$ cat src/hdl/f2_glue_pkg.sv
package f2_glue_pkg;

    ////////////////////////////////////////////////////////////
    // Bus types

    typedef logic [15:0] word_t;     // CPU data word
    typedef logic [22:0] cpu_addr_t; // Byte address bits 23..1

    // 68000 function codes
    typedef enum logic [2:0] {
        FC_USER_DATA  = 3'd1,
        FC_USER_PROG  = 3'd2,
        FC_SUPER_DATA = 3'd5,
        FC_SUPER_PROG = 3'd6,
        FC_IACK       = 3'd7
    } fc_t;

    // Decoded device region
    typedef enum logic [2:0] {
        REG_NONE,
        REG_ROM,
        REG_WORK,
        REG_COLOR,
        REG_IO,
        REG_SOUND,
        REG_SCREEN,
        REG_OBJECT
    } region_t;

    typedef logic [2:0] ipl_t; // Active low, as seen on IPL2..0

    ////////////////////////////////////////////////////////////
    // Memory map, upper address byte

    localparam logic [7:0] ROM_FIRST    = 8'h00;
    localparam logic [7:0] ROM_LAST     = 8'h0F; // 1 MB program ROM

    localparam logic [7:0] WORK         = 8'h10;
    localparam logic [7:0] COLOR        = 8'h20;
    localparam logic [7:0] IO           = 8'h30;
    localparam logic [7:0] SOUND        = 8'h32;

    localparam logic [7:0] SCREEN_FIRST = 8'h80;
    localparam logic [7:0] SCREEN_LAST  = 8'h81;

    localparam logic [7:0] OBJECT       = 8'h90;

    ////////////////////////////////////////////////////////////
    // Interrupt levels

    localparam logic [2:0] IRQ_VBL_LEVEL = 3'd5; // Vblank start
    localparam logic [2:0] IRQ_DMA_LEVEL = 3'd6; // Sprite DMA done

endpackage

$ cat src/hdl/cpu_bus_if.sv
`timescale 1ns/1ns

interface cpu_bus_if import f2_glue_pkg::*; ();

    logic      as_n;  // Address strobe
    logic [1:0] ds_n; // Upper, lower data strobe
    logic      rw;    // 1 = read
    fc_t       fc;
    cpu_addr_t addr;
    word_t     dout;  // CPU write data

    // Region decode
    modport decode (
        input as_n,
        input fc,
        input addr
    );

    // Interrupt acknowledge detection
    modport irq (
        input as_n,
        input fc,
        input ds_n,
        input addr
    );

    modport mux (
        input as_n
    );

endinterface

$ cat src/hdl/cpu_cen.sv
`timescale 1ns/1ns

module cpu_cen #(
    parameter logic [9:0] CEN_N = 10'd172,
    parameter logic [9:0] CEN_M = 10'd765
) (
    input  logic clk,
    input  logic reset,

    input  logic rom_ready,
    input  logic run,

    output logic ce_12m,
    output logic ce_cpu,
    output logic ce_cpu_180
);

    ////////////////////////////////////////////////////////////
    // Fractional divider

    logic [9:0]  acc;
    logic [10:0] acc_next;
    logic [10:0] acc_wrap;

    assign acc_next = {1'b0, acc} + {1'b0, CEN_N};
    assign acc_wrap = acc_next - {1'b0, CEN_M};

    always_ff @(posedge clk) begin
        if (reset) begin
            acc    <= 10'd0;
            ce_12m <= 1'b0;
        end else begin
            ce_12m <= 1'b0;
            if (run) begin
                if (acc_next >= {1'b0, CEN_M}) begin
                    acc    <= acc_wrap[9:0];
                    ce_12m <= 1'b1;
                end else begin
                    acc    <= acc_next[9:0];
                end
            end
        end
    end

    ////////////////////////////////////////////////////////////
    // Paced CPU phases

    logic [9:0]  steady_count;
    logic [10:0] cpu_count; // Two phase steps per 12 MHz tick

    always_ff @(posedge clk) begin
        if (reset) begin
            steady_count <= 10'd0;
            cpu_count    <= 11'd0;
            ce_cpu       <= 1'b0;
            ce_cpu_180   <= 1'b0;
        end else begin
            ce_cpu     <= 1'b0;
            ce_cpu_180 <= 1'b0;

            if (ce_12m) steady_count <= steady_count + 10'd1;

            // Behind the steady count, so catch up one phase per clock
            if (rom_ready && run && cpu_count[10:1] != steady_count) begin
                ce_cpu     <= ~cpu_count[0];
                ce_cpu_180 <= cpu_count[0];
                cpu_count  <= cpu_count + 11'd1;
            end
        end
    end

endmodule

$ cat src/hdl/addr_decode.sv
`timescale 1ns/1ns

module addr_decode import f2_glue_pkg::*; (
    cpu_bus_if.decode bus,
    output region_t   region
);

    logic [7:0] page; // Byte address bits 23..16

    assign page = bus.addr[22:15];

    function automatic logic in_range(
        input logic [7:0] value,
        input logic [7:0] first,
        input logic [7:0] last
    );
        in_range = (value >= first) && (value <= last);
    endfunction

    ////////////////////////////////////////////////////////////
    // Region select

    always_comb begin
        region = REG_NONE;

        // No device during idle or interrupt acknowledge
        if (!bus.as_n && bus.fc != FC_IACK) begin
            if (in_range(page, ROM_FIRST, ROM_LAST)) begin
                region = REG_ROM;
            end else if (page == WORK) begin
                region = REG_WORK;
            end else if (page == COLOR) begin
                region = REG_COLOR;
            end else if (page == IO) begin
                region = REG_IO;
            end else if (page == SOUND) begin
                region = REG_SOUND;
            end else if (in_range(page, SCREEN_FIRST, SCREEN_LAST)) begin
                region = REG_SCREEN;
            end else if (page == OBJECT) begin
                region = REG_OBJECT;
            end
        end
    end

endmodule

$ cat src/hdl/read_mux.sv
`timescale 1ns/1ns

module read_mux import f2_glue_pkg::*; (
    cpu_bus_if.mux bus,
    input  region_t   region,

    input  word_t     rom_q,
    input  word_t     work_q,
    input  word_t     color_q,
    input  word_t     screen_q,
    input  word_t     object_q,
    input  logic [7:0] io_q,
    input  logic [3:0] sound_q,

    input  logic      rom_wait,
    input  logic      screen_wait,
    input  logic      color_wait,

    output word_t     cpu_din,
    output logic      cpu_dtack_n
);

    ////////////////////////////////////////////////////////////
    // Read data

    always_comb begin
        case (region)
            REG_ROM:    cpu_din = rom_q;
            REG_WORK:   cpu_din = work_q;
            REG_COLOR:  cpu_din = color_q;
            REG_SCREEN: cpu_din = screen_q;
            REG_OBJECT: cpu_din = object_q;
            REG_IO:     cpu_din = {8'h00, io_q};
            REG_SOUND:  cpu_din = {4'h0, sound_q, 8'h00}; // Sound comms on D11..8
            default:    cpu_din = 16'h0000;
        endcase
    end

    ////////////////////////////////////////////////////////////
    // DTACK

    always_comb begin
        if (bus.as_n) begin
            cpu_dtack_n = 1'b1;
        end else begin
            case (region)
                REG_ROM:    cpu_dtack_n = rom_wait;
                REG_SCREEN: cpu_dtack_n = screen_wait;
                REG_COLOR:  cpu_dtack_n = color_wait;
                default:    cpu_dtack_n = 1'b0; // Unmapped ack too
            endcase
        end
    end

endmodule

$ cat src/hdl/irq_ctrl.sv
`timescale 1ns/1ns

module irq_ctrl import f2_glue_pkg::*; (
    input  logic      clk,
    input  logic      reset,

    cpu_bus_if.irq    bus,

    input  logic      vblank_n,
    input  logic      dma_n,

    output ipl_t      ipl_n
);

    logic vbl_prev;
    logic dma_prev;
    logic req_vbl;
    logic req_dma;

    ////////////////////////////////////////////////////////////
    // Acknowledge decode

    logic iack_cycle;
    logic clr_vbl;
    logic clr_dma;

    assign iack_cycle = ~bus.as_n & (bus.fc == FC_IACK) & ~bus.ds_n[0];
    assign clr_vbl    = iack_cycle & (bus.addr[2:0] == IRQ_VBL_LEVEL);
    assign clr_dma    = iack_cycle & (bus.addr[2:0] == IRQ_DMA_LEVEL);

    ////////////////////////////////////////////////////////////
    // Requests

    always_ff @(posedge clk) begin
        if (reset) begin
            vbl_prev <= 1'b1;
            dma_prev <= 1'b1;
            req_vbl  <= 1'b0;
            req_dma  <= 1'b0;
        end else begin
            vbl_prev <= vblank_n;
            dma_prev <= dma_n;

            if (vbl_prev && !vblank_n) req_vbl <= 1'b1; // Vblank start
            if (!dma_prev && dma_n)    req_dma <= 1'b1; // DMA finished

            // Clear beats set
            if (clr_vbl) req_vbl <= 1'b0;
            if (clr_dma) req_dma <= 1'b0;
        end
    end

    // Highest pending level wins
    assign ipl_n = req_dma ? ~IRQ_DMA_LEVEL :
                   req_vbl ? ~IRQ_VBL_LEVEL :
                   3'b111;

endmodule

$ cat src/hdl/f2_cpu_glue.sv
`timescale 1ns/1ns

module f2_cpu_glue import f2_glue_pkg::*; #(
    parameter logic [9:0] CEN_N = 10'd172,
    parameter logic [9:0] CEN_M = 10'd765
) (
    input  logic       clk,
    input  logic       reset,

    // 68000 bus
    input  logic       cpu_as_n,
    input  logic [1:0] cpu_ds_n,
    input  logic       cpu_rw,
    input  fc_t        cpu_fc,
    input  cpu_addr_t  cpu_addr,
    input  word_t      cpu_dout,
    output word_t      cpu_din,
    output logic       cpu_dtack_n,
    output ipl_t       ipl_n,
    output region_t    region,

    input  logic       rom_ready,
    input  logic       run,
    input  logic       vblank_n,
    input  logic       dma_n,

    // Device read data and waits
    input  word_t      rom_q,
    input  word_t      work_q,
    input  word_t      color_q,
    input  word_t      screen_q,
    input  word_t      object_q,
    input  logic [7:0] io_q,
    input  logic [3:0] sound_q,
    input  logic       rom_wait,
    input  logic       screen_wait,
    input  logic       color_wait,

    output logic       ce_12m,
    output logic       ce_cpu,
    output logic       ce_cpu_180
);

    ////////////////////////////////////////////////////////////
    // Bus cycle

    cpu_bus_if bus ();

    assign bus.as_n = cpu_as_n;
    assign bus.ds_n = cpu_ds_n;
    assign bus.rw   = cpu_rw;
    assign bus.fc   = cpu_fc;
    assign bus.addr = cpu_addr;
    assign bus.dout = cpu_dout;

    ////////////////////////////////////////////////////////////
    // Blocks

    cpu_cen #(.CEN_N(CEN_N), .CEN_M(CEN_M)) i_cen (
        .clk, .reset,
        .rom_ready, .run,
        .ce_12m, .ce_cpu, .ce_cpu_180
    );

    addr_decode i_decode (.bus(bus.decode), .region);

    read_mux i_mux (
        .bus(bus.mux), .region,
        .rom_q, .work_q, .color_q, .screen_q, .object_q, .io_q, .sound_q,
        .rom_wait, .screen_wait, .color_wait,
        .cpu_din, .cpu_dtack_n
    );

    irq_ctrl i_irq (
        .clk, .reset,
        .bus(bus.irq),
        .vblank_n, .dma_n,
        .ipl_n
    );

endmodule

$ cat config.mk
export PLATFORM = sky130hd
export DESIGN_NAME = f2_cpu_glue
export DESIGN_NICKNAME = d
export VERILOG_FILES = /design/src/hdl/f2_glue_pkg.sv /design/src/hdl/cpu_bus_if.sv /design/src/hdl/cpu_cen.sv /design/src/hdl/addr_decode.sv /design/src/hdl/read_mux.sv /design/src/hdl/irq_ctrl.sv /design/src/hdl/f2_cpu_glue.sv
export SDC_FILE = /design/constraint.sdc
export NUM_CORES = 1
export LEC_CHECK = 0
export BUFFER_PORTS_ARGS = -buffer_cell sky130_fd_sc_hd__buf_2
export CORE_ASPECT_RATIO = 1.4
export CORE_MARGIN = 8
export CORE_UTILIZATION = 25
export DETAILED_ROUTE_END_ITERATION = 8
export GPL_ROUTABILITY_DRIVEN = 1
export GPL_TIMING_DRIVEN = 0
export SLEW_MARGIN = 30
export SYNTH_ARGS = -nofsm -noshare
export SYNTH_HDL_FRONTEND = slang
export SYNTH_SLANG_ARGS = --single-unit
$ cat constraint.sdc
create_clock -name clk -period 4.4 [get_ports clk]
set_clock_uncertainty 0.05 [all_clocks]
set_input_delay 0.22 -clock clk [delete_from_list [all_inputs] [get_ports clk]]
set_output_delay 0.22 -clock clk [all_outputs]
set_load 0.05 [all_outputs]
==> impl_metrics.toml <==
[place]
placed_cells_incl_taps = 673
numPortBuffers = 140
dpl-instance-area_um2 = 3870
detailedPlace.worstSlack_ns = 1.42
place_congestion = 0.846
dp_hpwl_um = 10100

[critical_path]
reg2reg_to = "i_cen.acc[4]"
critPathSlowestCell = "nor3_1"
critical_path.startpoint = "cpu_addr[18]"
worst_path_largest_cell_delay_ns = 0.56
cp_common_cell = "buf_2"
crit_chain = "buf_2 -> or4_1 -> buf_2 -> nor3_1 -> buf_2 -> a22oi_1 -> o21ai_0 -> buf_2"
worstSetupPathType = "in -> out"
startpoint_type = "input port"
crit_arrival_ns = 2.67
r2r_cells = 10
r2r_slack_ns = 1.74
worstSetupEndpointType = "output pin"
cp_max_fo = 10
r2r_start = "i_cen.acc[2]"
worstPathRequired_ns = 4.13

[min_path]
hold_end = "i_irq.dma_prev"
holdCritStartpoint = "dma_n"
holdPathStages = 2
hold_path_class = "in -> reg"

[logic_synthesis]
synth_flop_cell = "dfxtp_1"
postSynthCellCount = 386
synth_edf_count = 0
synth_seq_cells = 38
synth_area_um2 = 2980
yosysSeqAreaShare_pct = 25.5
syn_area_per_cell_um2 = 7.73
async_flop_share_pct = 0
synth_cell_types = 67
ys.warnings.count = 0
syn_nets = 539

[die]
row_count = 47
die_area_um2 = 15700
die_x_um = 108
start_util_pct = 25.4
die_h_um = 145
coreArea_um2 = 11800
ioPinCount = 173

[timing]
slew_viol_final = 0
worst_slack_ns = 1.46
worst_pin_slew_ns = 0.664
hold_ws_ns = 0.0864
period_minus_slack_ns = 2.94
hold_violations = 0
rsz0062_at_grt = "false"
tns_ns = 0
fmax_mhz = 340
post-route-period-util_pct = 66.9
slew_headroom_pct = 55.4
setup_violations = 0

[clock_tree]
cts_tree = "yes"
clock-sinks = 38
clock_latency_ns = 0.28
cts_buffers = 5
cts_root_buf = "clkbuf_16"
cts_resized = 0
clockBufferDepth = 2
postCtsSetupBuffers = 0
htreeDepth = 2
cts.reportedPaths.clkPinSlew_ns = 0.06
hold_buffers = 0

[final_layout]
nets = 686
utilization_pct = 34.2
area_growth_pct = 34.8
drive_gt1_share_pct = 33.3
final_cell_area_um2 = 4020
instances_no_fill = 683

[global_routing]
overflow = 0
grt_first_pass_wirelength_um = 18500
track_usage_pct = 14.7
grt_max_degree = 12
grt_antenna_before_repair = 5
grt_pass1_vias = 3840

[power_and_ir_drop]
ir_worst_vdd_mv = 0.131
leakage_nw = 1.88
power_mw = 0.965
p_per_area_nw_per_um2 = 240

[detailed_routing]
drt_iter0_drc = 135
ant_nets = 0
drtPass1Iterations = 4
routedWlPerCell_um = 17.2
postRouteWirelength_um = 11800
via_per_inst = 5.11
via_count = 3491
drc = 0

[run]
timing.max_cap.violations = 0

[status]
outcome = "finished, final reports clean"
## state kept, by name, summed over array words and instances, names as in the netlist
register and count:
i_cen.steady_count 10, i_irq.req_vbl 1, i_cen.ce_12m 1, i_cen.ce_cpu 1, i_cen.cpu_count 11, i_irq.dma_prev 1
i_cen.ce_cpu_180 1, i_irq.vbl_prev 1, i_cen.acc 10, i_irq.req_dma 1
## area by class of cell
type | count | area [um2]
diodes | 2 | 5.00
fillers | 1292 | 7740
plain buffers | 24 | 129
clock inverters | 1 | 5.00
repair buffers | 140 | 701
multi-input cells | 311 | 2050
well taps | 147 | 184
clock buffers | 7 | 143
inverters | 13 | 48.8
flip-flops and latches | 38 | 761
## metal layers
| metal | wire length, um | vias up | track usage [%] |
|---|---|---|---|
| met5 | 56 | - | 0 |
| met3 | 1140 | 35 | 6.29 |
| met4 | 494 | 10 | 6.74 |
| li1 | - | 1708 | - |
| met2 | 5490 | 174 | 25.1 |
| met1 | 4600 | 1564 | 14.9 |
## cell usage after synthesis (8+ instances only)
library cell,number,area share [%]
o21ai_0,22,3.7
a22oi_1,12,3.0
inv_1,13,1.6
nand2_1,34,4.3
mux2i_1,13,4.4
dfxtp_1,38,25
buf_2,8,1.3
clkbuf_1,8,1.0
a221oi_1,8,2.3
xor2_1,24,7.0
a21oi_1,24,4.0
nor2_1,43,5.4
nand4_1,9,1.9
nor2b_1,8,1.7
## power breakdown
part	switching, mW	internal (mW)
clock network	0.137	0.225
logic	0.134	0.105
registers	0.0102	0.355
total	0.281	0.684
## cells in the final DEF, fill, tap and decap left out, drive strengths merged, types with 8 or more instances in the layout
cell type and n:
a21oi 25, a221oi 8, a22oi 12, buf 154, clkbuf 17, dfxtp 38
inv 13, mux2i 13, nand2 34, nand4 9, nor2 44, nor2b 8
o21ai 23, xor2 24
## critical path, delay by kind of cell
kind | cells | cell delay, ns
buffers and inverters | 4 | 0.98
AND/OR/NAND/NOR | 2 | 1.07
AO/OA/AOI/OAI | 2 | 0.41
## cells by family (layout without fill, tap and decap cells)
family | Yosys count | after routing | share of synthesized area (%)
xor+xnor | 30 | 30 | 8.80
simple gates | 144 | 144 | 24.1
buf+inv | 37 | 185 | 5.95
flops | 38 | 38 | 25.5
fa+ha+maj | 6 | 6 | 2.52
compound gates | 112 | 112 | 26.5
other cells | 0 | 2 | 0
mux | 19 | 19 | 6.62
## worst max path at each step
stage	to	depth (start not counted)
CTS	cpu_dtack_n	8
global placement	cpu_dtack_n	8
finish	cpu_dtack_n	8
floorplan	cpu_din[12]	9
detailed placement	cpu_dtack_n	8
global route	cpu_dtack_n	8
No activity file was read; power rests on OpenSTA's default activity.
